===== src/uart_pkg.sv =====
package uart_pkg;

    // ~~~~~~~~~~~~~~~~~~~~~~~~~~~~~~~~~~~~~~~~~~~~~~~~~~
    // Frame format, 8 data bits with even parity.
    // ~~~~~~~~~~~~~~~~~~~~~~~~~~~~~~~~~~~~~~~~~~~~~~~~~~

    localparam int DATA_BITS  = 8;
    localparam int OVERSAMPLE = 16;            // Ticks per bit.
    localparam int MID_TICK   = OVERSAMPLE / 2; // Start bit check point.

    typedef logic [DATA_BITS-1:0] byte_t;

    // ~~~~~~~~~~~~~~~~~~~~~~~~~~~~~~~~~~~~~~~~~~~~~~~~~~
    // Receiver FSM states.
    // ~~~~~~~~~~~~~~~~~~~~~~~~~~~~~~~~~~~~~~~~~~~~~~~~~~

    typedef enum logic [2:0] {
        IDLE   = 3'd0,
        START  = 3'd1,
        DATA   = 3'd2,
        PARITY = 3'd3,
        STOP   = 3'd4
    } rx_state_t;

endpackage


===== src/uart_rx.sv =====
`timescale 1ns/1ps

module uart_rx (
    input  logic            clk,
    input  logic            nRst,
    input  logic            tick,
    input  logic            rx_serial,
    input  logic            take,
    output logic            valid,
    output uart_pkg::byte_t data,
    output logic            parity_err,
    output logic            frame_err
);

    import uart_pkg::*;

    localparam int TICK_W = $clog2(OVERSAMPLE);
    localparam int IDX_W  = $clog2(DATA_BITS);

    logic              rx_meta;
    logic              rx_sync;
    rx_state_t         state;
    logic [TICK_W-1:0] tick_cnt;
    logic [IDX_W-1:0]  bit_idx;
    logic              line_idle;
    logic              stop_done;
    byte_t             shift;
    logic              parity_bit;
    logic              mid_start;
    logic              bit_end;

    // ~~~~~~~~~~~~~~~~~~~~~~~~~~~~~~~~~~~~~~~~~~~~~~~~~~
    // Input synchronizer, idles high.
    // ~~~~~~~~~~~~~~~~~~~~~~~~~~~~~~~~~~~~~~~~~~~~~~~~~~

    always_ff @(posedge clk, negedge nRst) begin
        if (!nRst) begin
            rx_meta <= 1'b1;
            rx_sync <= 1'b1;
        end else begin
            rx_meta <= rx_serial;
            rx_sync <= rx_meta;
        end
    end

    assign mid_start = tick && (tick_cnt == TICK_W'(MID_TICK - 1));
    assign bit_end   = tick && (tick_cnt == TICK_W'(OVERSAMPLE - 1));

    // ~~~~~~~~~~~~~~~~~~~~~~~~~~~~~~~~~~~~~~~~~~~~~~~~~~
    // Frame FSM.
    // ~~~~~~~~~~~~~~~~~~~~~~~~~~~~~~~~~~~~~~~~~~~~~~~~~~

    always_ff @(posedge clk, negedge nRst) begin
        if (!nRst) begin
            state     <= IDLE;
            tick_cnt  <= '0;
            bit_idx   <= '0;
            line_idle <= 1'b0;
            stop_done <= 1'b0;
        end else begin
            stop_done <= 1'b0;
            case (state)
                IDLE: begin
                    tick_cnt <= '0;
                    bit_idx  <= '0;
                    if (rx_sync) begin
                        line_idle <= 1'b1;
                    end else if (tick && line_idle) begin
                        state <= START;
                    end
                end
                START: begin
                    if (mid_start) begin
                        tick_cnt <= '0;
                        state    <= rx_sync ? IDLE : DATA; // High here is a glitch.
                    end else if (tick) begin
                        tick_cnt <= tick_cnt + 1'b1;
                    end
                end
                DATA: begin
                    if (bit_end) begin
                        tick_cnt <= '0;
                        bit_idx  <= bit_idx + 1'b1;
                        if (bit_idx == IDX_W'(DATA_BITS - 1)) begin
                            state <= PARITY;
                        end
                    end else if (tick) begin
                        tick_cnt <= tick_cnt + 1'b1;
                    end
                end
                PARITY: begin
                    if (bit_end) begin
                        tick_cnt <= '0;
                        state    <= STOP;
                    end else if (tick) begin
                        tick_cnt <= tick_cnt + 1'b1;
                    end
                end
                STOP: begin
                    if (bit_end) begin
                        tick_cnt  <= '0;
                        stop_done <= 1'b1;
                        line_idle <= rx_sync; // A low stop waits for the line to recover.
                        state     <= IDLE;
                    end else if (tick) begin
                        tick_cnt <= tick_cnt + 1'b1;
                    end
                end
                default: state <= IDLE;
            endcase
        end
    end

    // Shift register and result, loaded on the sample ticks.
    always_ff @(posedge clk) begin
        if (state == DATA && bit_end) begin
            shift <= {rx_sync, shift[DATA_BITS-1:1]}; // LSB first.
        end
        if (state == PARITY && bit_end) begin
            parity_bit <= rx_sync;
        end
        if (state == STOP && bit_end) begin
            data       <= shift;
            parity_err <= ^{shift, parity_bit};
            frame_err  <= !rx_sync;
        end
    end

    // Held until the collector takes it.
    always_ff @(posedge clk, negedge nRst) begin
        if (!nRst) begin
            valid <= 1'b0;
        end else if (stop_done) begin
            valid <= 1'b1;
        end else if (take) begin
            valid <= 1'b0;
        end
    end

    take_needs_valid: assert property (@(posedge clk) disable iff (!nRst) take |-> valid);

    valid_held: assert property (@(posedge clk) disable iff (!nRst)
        valid && !take |=> valid && $stable({data, parity_err, frame_err}));

endmodule


===== config.mk =====
export PLATFORM = sky130hd
export DESIGN_NAME = uart_rx
export DESIGN_NICKNAME = d
export VERILOG_FILES = /design/src/uart_pkg.sv /design/src/uart_rx.sv
export SDC_FILE = /design/constraint.sdc
export NUM_CORES = 1
export LEC_CHECK = 0
export ABC_AREA = 1
export ABC_CLOCK_PERIOD_IN_PS = 2360
export BUFFER_PORTS_ARGS = -buffer_cell sky130_fd_sc_hd__clkbuf_2
export CORE_MARGIN = 2
export CORE_UTILIZATION = 56
export CTS_CLUSTER_SIZE = 25
export DETAILED_ROUTE_END_ITERATION = 12
export GPL_TIMING_DRIVEN = 0
export PLACE_DENSITY = 0.77
export SYNTH_ARGS = -nofsm -noshare
export SYNTH_HDL_FRONTEND = slang
export SYNTH_SLANG_ARGS = --single-unit
export TNS_END_PERCENT = 50

===== constraint.sdc =====
create_clock -name clk -period 2.36 [get_ports clk]
set_clock_uncertainty 0.2 [all_clocks]
set_input_delay 0.236 -clock clk [delete_from_list [all_inputs] [get_ports clk]]
set_output_delay 0.236 -clock clk [all_outputs]
set_load 0.01 [all_outputs]

Yosys cells after proc, flatten, opt, wreduce, memory -nomap -nowiden. Index checks and enable logic that the tools add are counted.

Register bits after elaboration: 34. Input bits: 5. Output and inout port bits: 11. Logic and storage cells: 69.

Add/subtract/negate cells: 2. Equality and inequality tests: 15. Mux-type cells: 22. Reductions and logical operators: 17.

Operators by type and width (count): $mux W3 (8); $ne A2 B2 Y1 const B (8); $pmux W3 S5 (1); $mux W4 (3); $pmux W4 S3 (1); $reduce_xor A9 Y1 (1); $reduce_and A7 Y1 (1); $eq A3 B2 Y1 const B (2); $eq A3 B3 Y1 const B (2); $logic_and A1 B1 Y1 (6); $mux W1 (6); $pmux W3 S2 (1); $reduce_bool A2 Y1 (3); $add A4 B1 Y4 const B (1); $eq A4 B3 Y1 const B (1); $eq A4 B4 Y1 const B (1); $add A3 B1 Y3 const B (1); $eq A3 B1 Y1 const B (1); $logic_not A3 Y1 (1); $reduce_and A3 Y1 (1); $reduce_bool A3 Y1 (1); $reduce_or A3 Y1 (1); $mux W2 (1); $pmux W1 S2 (1); 2 further kinds (2).

Depth between registers and ports, before layout. Gate-level depths: netlist (run 1).

Depth after elaboration: 4. Gate-level depth with buffers: 10. Mapped depth without buffers: 10.

Least setup slack after synthesis (run 1). OpenSTA, ideal clock, no wires.

Kind: flip-flop to flip-flop. From: reg tick_cnt[0]. To: reg data[0], enable pin. Library setup time: 0.379 ns. Arrival: 1.320 ns. Data required time: 1.781 ns. Setup slack: 0.462 ns. Cell stages (with the launch flop): 4. Path buffers: 0. Clock period less this slack: 1.898 ns. Cells stage by stage: dfrtp_1 > ha_1 > nand4_2 > nor2_1.

Longest elaborated chain between the ends: 3.

Ends and longest elaborated chain: start, declared (line uart_rx.sv:23) `logic [TICK_W-1:0] tick_cnt;`; start signal, assigned (line uart_rx.sv:77) `tick_cnt <= tick_cnt + 1'b1;`; start signal, assigned (line uart_rx.sv:88) `tick_cnt <= tick_cnt + 1'b1;`; start signal, assigned (line uart_rx.sv:96) `tick_cnt <= tick_cnt + 1'b1;`; $eq A4 B4 Y1 (line uart_rx.sv:47) `assign bit_end = tick && (tick_cnt == TICK_W'(OVERSAMPLE - 1));`; $logic_and A1 B1 Y1 (line uart_rx.sv:47); $logic_and A1 B1 Y1 (line uart_rx.sv:122) `if (state == STOP && bit_end) begin`; end signal, assigned (line uart_rx.sv:123) `data <= shift;`; end, declared (line uart_rx.sv:10) `output uart_pkg::byte_t data,`.

No other way between the ends. A chain may end at the register's enable or synchronous reset.

Worst setup path after layout (run 1).
From: reg tick_cnt[0]. To: reg data[6], enable pin.

Same word-level chain as after synthesis.

==> impl_metrics.yaml, run 1 <==
critical_path:
  required_ns: 2.13
  start_kind: "register"
  critPathArrivalTime_ns: 1.74
  critPathCaptureType: "register"
  worstPathMaxFanout: 12
  critPathKind: "register to register"
  r2r_slack_ns: 0.39
pwr:
  power_leakage_nw: 0.785
  switching_share: 0.311
  clkPwrFrac: 0.236
  p_int_w: 0.000861
  combPwrFrac: 0.207
  power_density_nw_per_um2: 750
  ir_drop_mv: 0.595
  seqPwrFrac: 0.557
  p_switching_w: 0.000389
detailed_routing:
  avgViaCountPerCell: 5.12
  via_count: 1003
  wl_per_cell_um: 12.3
  ant_nets: 0
  remaining_drc_errors: 0
  drtIter0Drc: 15
  drt_wl_total_um: 2410
  first_pass_iters: 4
sta:
  finalSetupViolations: 0
  tightest_slew_ns: 0.577
  fin_crit_ns: 1.97
  finalHoldViolations: 0
  max_freq_mhz: 508
  slew_violations: 0
  rsz0062_at_grt: "false"
  tns_ns: 0
  slew_headroom: 0.615
  fin_crit_sh: 0.834
die:
  ios: 16
  start_util: 0.593
  dieWidth_um: 55.2
  die_area_um2: 3050
  die_h_um: 55.2
  coreArea_um2: 2480
  fp-row-count: 18
synthesis:
  yosys.area_share.simple: 0.216
  synth-xor-area-share: 0.0298
  yosys_warnings: 0
  synth_area_leader_cell: "edfxtp_1"
  synthMuxAreaShare: 0
  synth_top_family_by_area: "simple AND/OR/NAND/NOR gates"
  synth_seq_cells: 34
  synth.area.top_cells: "edfxtp_1 (39%), dfrtp_1 (22%), nand2_1 (9.7%)"
  synth_compound_gate_area_share: 0.0323
  avgSynthCellArea_um2: 10.5
  synth_top_area_frac: 0.388
  synth.distinct_cells: 21
  synthCells: 140
  synth_adder_area_share: 0.0255
  syn-num-nets: 148
  syn-cell-area_um2: 1470
  ys_seq_area_frac: 0.645
cells_and_area:
  drive_gt1_frac: 0.217
  area_growth_syn_to_layout_pct: 13.4
  antennaDiodeCount: 0
  utilization: 0.673
  register_area_um2: 948
  final_nets: 173
  final_cells: 196
  fill_cells: 203
  multi_input_area_um2: 449
clock_network:
  cts_tree: "done"
  clock_path_buffers: 2
  cts.sinks: 34
  clkTransAtPathRegs_ns: 0.10
  htreeDepth: 2
  cts-root-buf: "clkbuf_4"
  clock_latency_ns: 0.33
  cts_buffers: 5
global_route:
  grt.total_usage: 0.188
  grt_pass1_vias: 981
  grt_pass1_wl_um: 4270
  grt_max_degree: 16
  grt_overflow: 0
  antenna_found_initial: 0
place:
  gp_congestion: 0.828
  place_hpwl_um: 1790
  port_buffers: 15
  dp_cells: 185
hold_path:
  min_path_type: "input port to asynchronous set/reset pin"
flow_run:
  maxCapViolCount: 0
run_status:
  status: "complete, no violations"
[layout by cell type, fill, tap and decap left out, drive strengths merged]
cell type / instances
ha: 3
nor2: 15
o21bai: 2
o31ai: 1
clkinv: 2
inv: 20
nand4: 2
o21ai: 5
clkbuf: 21
edfxtp: 19
xor2: 3
dlygate4sd3: 3
dfstp: 2
nand2: 40
nand3: 9
xnor2: 2
dfrtp: 13
nor3: 4
[worst paths after layout]
path                                  start        to  depth (start not counted)
worst max-delay path            tick_cnt[0]   data[6]                          3
worst min-delay path                   nRst  state[1]                          2
worst max register to register  tick_cnt[0]   data[6]                          3
worst min register to register      rx_meta   rx_sync                          0
max in group asynchronous              nRst   rx_sync                          2
min in group clk                    rx_meta   rx_sync                          0
[power groups by stage]
stage                     combinational [W]  sequential, W  clock (W)
after global placement             0.000240       0.000705          0
after global routing               0.000297       0.000703   0.000343
after CTS                          0.000262       0.000695   0.000315
after floorplan                    0.000207       0.000698          0
after detailed placement           0.000260       0.000706          0
final                              0.000259       0.000696   0.000296
[state kept, by name (all words and copies together) (netlist names), 3 cells and up]
name / cells
bit_idx: 3
data: 8
shift: 8
state: 3
tick_cnt: 4
[worst max-delay path, cell delays in order, from the launching register on]
cell	delay, ns
dfrtp_1	0.40
ha_1	0.24
nand4_2	0.25
nor2_2	0.52
[cells by family after synthesis]
family,count (synthesis)
AOI/OAI and AO/OA,8
xor gates and xnor gates,5
adders and majority gates,3
buffers and inverters,20
DFF,34
and+or+nand+nor,70
[Yosys cell counts]
| cell type | n |
|---|---|
| dfstp_2 | 2 |
| o21ai_1 | 1 |
| nor3_2 | 2 |
| nand4_2 | 1 |
| nand2_1 | 38 |
| o21bai_1 | 2 |
| nand2_2 | 2 |
| nand4_1 | 1 |
| dfrtp_1 | 13 |
| nor2_2 | 5 |
| xnor2_1 | 2 |
| inv_2 | 1 |
| inv_1 | 19 |
| o21ai_0 | 4 |
| ha_1 | 3 |
| nor2_1 | 10 |
| edfxtp_1 | 19 |
| nor3_1 | 2 |
| o31ai_1 | 1 |
| xor2_1 | 3 |
| nand3_1 | 9 |
[area by class of cell]
cell class | instances | area share
repair buffers | 18 | 0.0631
flip-flops and latches | 34 | 0.569
inverters | 20 | 0.0450
clock inverters | 2 | 0.00601
well taps | 30 | 0.0225
clock buffers | 6 | 0.0248
multi-input cells | 86 | 0.270
[routing by layer]
layer	share of wire	track usage	vias up
met1	0.39	0.195	471
met2	0.53	0.327	21
li1	-	-	505
met5	0	0	-
met3	0.050	0.0632	6
met4	0.027	0.111	0
[what timing repair did]
item                       CTS  global route
hold buffers                 3             0
setup endpoints to repair    0             5
hold endpoints to repair    17             0
resized for setup            0             1
buffers inserted             0             0
[per-stage QoR]
| stage | setup slack, ns | area [um2] | hold WS, ns | total power [W] |
|---|---|---|---|---|
| 2_1_floorplan | 0.462 | 1470 | -0.260 | 0.000905 |
| 3_3_place_gp | 0.118 | 1580 | -0.0365 | 0.000946 |
| 3_5_place_dp | 0.116 | 1580 | -0.0289 | 0.000966 |
| 4_1_cts | 0.0995 | 1660 | 0.119 | 0.00127 |
| 5_1_grt | 0.198 | 1670 | 0.165 | 0.00134 |
| 6_report | 0.391 | 1670 | 0.150 | 0.00125 |
Power figures use the tool's default switching activity.
==> inputs of run 2 (changes only) <==
--- a/config.mk
+++ b/config.mk
@@ -5,8 +5,8 @@
 export SDC_FILE = /design/constraint.sdc
 export NUM_CORES = 1
 export LEC_CHECK = 0
-export ABC_AREA = 1
-export ABC_CLOCK_PERIOD_IN_PS = 2360
+export ABC_AREA = 0
+export ABC_CLOCK_PERIOD_IN_PS = 2000
 export BUFFER_PORTS_ARGS = -buffer_cell sky130_fd_sc_hd__clkbuf_2
 export CORE_MARGIN = 2
 export CORE_UTILIZATION = 56
==> constraint.sdc (replaced) <==
create_clock -name clk -period 2 [get_ports clk]
set_clock_uncertainty 0.2 [all_clocks]
set_input_delay 0.2 -clock clk [delete_from_list [all_inputs] [get_ports clk]]
set_output_delay 0.2 -clock clk [all_outputs]
set_load 0.01 [all_outputs]
==> run 2 against run 1 <==
Design area rose by 1.7%. Clock power grew 32%. Critical path depth up 1. Clock-buffer cell count did not move. Largest cell class unchanged.
==> impl_metrics.yaml, run 2 <==
pwr:
  total_power_w: 0.00159
  power_leakage_nw: 0.705
  switching_share: 0.291
  combPwrFrac: 0.222
  p_switching_w: 0.000461
  clkPwrFrac: 0.247
  p_int_w: 0.00112
  power_density_nw_per_um2: 935
  seqPwrFrac: 0.531
  ir_drop_mv: 0.682
critical_path:
  critPathCaptureType: "register"
  start_kind: "register"
  critPathKind: "register to register"
  r2r_slack_ns: 0.09
  path_delay_family: "simple AND/OR/NAND/NOR gates"
  required_ns: 1.82
  cpPeakStageDelay_ns: 0.39
  cp_num_buf_inv: 0
  critPathArrivalTime_ns: 1.73
  cp_cell_sequence: "ha_2 > nand4_1 > or2_2 > nor2_4"
  crit_slowest_cell: "or2_2"
  r2r-end: "shift[7]"
  worstPathMaxFanout: 8
  r2r_start: "tick_cnt[0]"
  reg2reg_depth: 4
place:
  port_buffers: 14
  gp_congestion: 0.831
  place_hpwl_um: 1600
clock_network:
  clkTransAtPathRegs_ns: 0.10
  clock_path_buffers: 2
  clock_latency_ns: 0.33
  cts-root-buf: "clkbuf_4"
  cts.sinks: 34
  htreeDepth: 2
  cts_tree: "done"
  cts_buffers: 5
synthesis:
  synth_flop_cell: "edfxtp_1"
  syn-num-nets: 114
  synthTopCellsByCount: "edfxtp_1 (19), dfrtp_1 (13), xnor2_1 (7)"
  synth.area.top_cells: "edfxtp_1 (39%), dfrtp_1 (22%), xnor2_1 (4.2%)"
  synth-edff-count: 19
  synth_top_area_frac: 0.394
  synth_seq_cells: 34
  ys_seq_area_frac: 0.655
  asyncSetResetFlopFracSynth: 0.441
  synth.distinct_cells: 35
  synth_area_leader_cell: "edfxtp_1"
  synthCells: 106
  avgSynthCellArea_um2: 13.7
  yosys_warnings: 0
  syn-cell-area_um2: 1450
  synth.most_common_cell: "edfxtp_1"
run_status:
  status: "complete, no violations"
detailed_routing:
  remaining_drc_errors: 0
  wl_per_cell_um: 14.0
  routed.top_layer: "met4"
  ant_nets: 0
  wl_met3_um: 110
  wl_met1_um: 1020
  first_pass_iters: 4
  wl_met2_um: 1130
  avgViaCountPerCell: 5.50
  via_count: 907
  drtIter0Drc: 15
  drt_wl_total_um: 2300
die:
  fp-row-count: 18
  ios: 16
  die_area_um2: 3010
  start_util: 0.590
  dieWidth_um: 54.9
  coreArea_um2: 2450
  die_h_um: 54.9
global_route:
  grt_max_degree: 16
  grt_pass1_wl_um: 3870
  grt.total_usage: 0.192
  grt_pass1_vias: 881
  grt_overflow: 0
  antenna_found_initial: 0
sta:
  tightest_slew_ns: 0.577
  fin_crit_ns: 1.91
  max_freq_mhz: 524
  finalHoldViolations: 0
  finalSetupViolations: 0
  slew_violations: 0
  hold_slack_ns: 0.101
  rsz0062_at_grt: "false"
  slew_headroom: 0.615
  fin_crit_sh: 0.955
cells_and_area:
  drive_gt1_frac: 0.296
  final_cell_mix: "edfxtp_1 (19), clkbuf_2 (14), dfrtp_1 (13), xnor2_1 (7)"
  biggestRegsByFlops: "data x8, shift x8, tick_cnt x4"
  antennaDiodeCount: 0
  final_common_cell: "edfxtp_1"
  final_nets: 142
  area_growth_syn_to_layout_pct: 17.0
hold_path:
  min_path_type: "input port to asynchronous set/reset pin"
flow_run:
  maxCapViolCount: 0
[run 2: cell types whose count changed in the layout (fill, tap and decap cells not counted), moves of 3 or more]
cell,before,now
inv_1,19,4
nor2_2,6,1
xnor2_1,2,7
nor2_1,9,4
buf_2,0,3
nand3_1,9,5
buf_4,0,3
nand2_1,38,4
a22o_1,0,5
[run 2: metrics by stage]
step                instances  area, um2   util  setup slack (ns)  TNS [ns]
floorplan                 106       1450      -            0.0163         0
detailed placement        150       1560  0.635            -0.406     -6.56
global route              165       1700  0.691           0.00777         0
CTS                       163       1680  0.683            0.0253         0
finish                    165       1700  0.691            0.0902         0
global placement          150       1560  0.635            -0.271     -4.68
[run 2: how the worst max path moves through the flow]
stage / from / end / slack (ns) / cells past startpoint
finish: tick_cnt[0] / shift[7] / 0.09 / 4
global route: tick_cnt[1] / shift[1] / 0.008 / 4
CTS: tick_cnt[0] / shift[6] / 0.03 / 4
detailed placement: tick_cnt[0] / data[5] / -0.41 / 3
global placement: tick_cnt[0] / data[4] / -0.27 / 3
floorplan: tick_cnt[0] / shift[0] / 0.02 / 4
[run 2: worst reg2reg max path: cells and delay by family, from the launching register on]
| family | cells | cell delay, ns |
|---|---|---|
| and+or+nand+nor | 3 | 0.81 |
| DFF | 1 | 0.38 |
| adders and majority gates | 1 | 0.21 |
[run 2: area by class of cell]
class,instances,area [um2]
clock buffers,6,51.3
multi-input cells,63,468
flip-flops and latches,34,948
repair buffers,21,133
well taps,30,37.5
clock inverters,2,12.5
plain buffers,5,30.0
inverters,4,15.0
fillers,174,759
[run 2: routing by layer]
metal	track usage	vias to the layer above
li1	-	449
met1	0.222	432
met2	0.306	20
met3	0.0738	6
met4	0.100	0
met5	0	-
[run 2: repair_timing]
action                                 4_1_cts  5_1_grt
cloned                                       0        0
pin swaps                                    1        1
buffers inserted                             1        2
setup endpoints to repair                   20       21
gates resized for setup                      2        1
endpoints found under the hold margin       18        0
hold buffers                                 4        0
[run 2: cell families (layout without fill, tap and decap cells)]
logic type               after synthesis  after routing  synth area share
AO/OA/AOI/OAI                         21             21             0.108
multiplexers                           1              1           0.00777
buffers and inverters                  9             38            0.0311
adder cells (fa/ha/maj)                4              4            0.0328
flip-flops                            34             34             0.655
XOR/XNOR                              11             11            0.0665
AND/OR/NAND/NOR                       26             26            0.0993
[run 2: power groups by stage]
stage	clock [W]	sequential (W)	combinational [W]
2_1_floorplan	0	0.000852	0.000243
3_3_place_gp	0	0.000862	0.000291
3_5_place_dp	0	0.000867	0.000297
4_1_cts	0.000406	0.000853	0.000308
5_1_grt	0.000447	0.000849	0.000401
6_report	0.000392	0.000841	0.000352
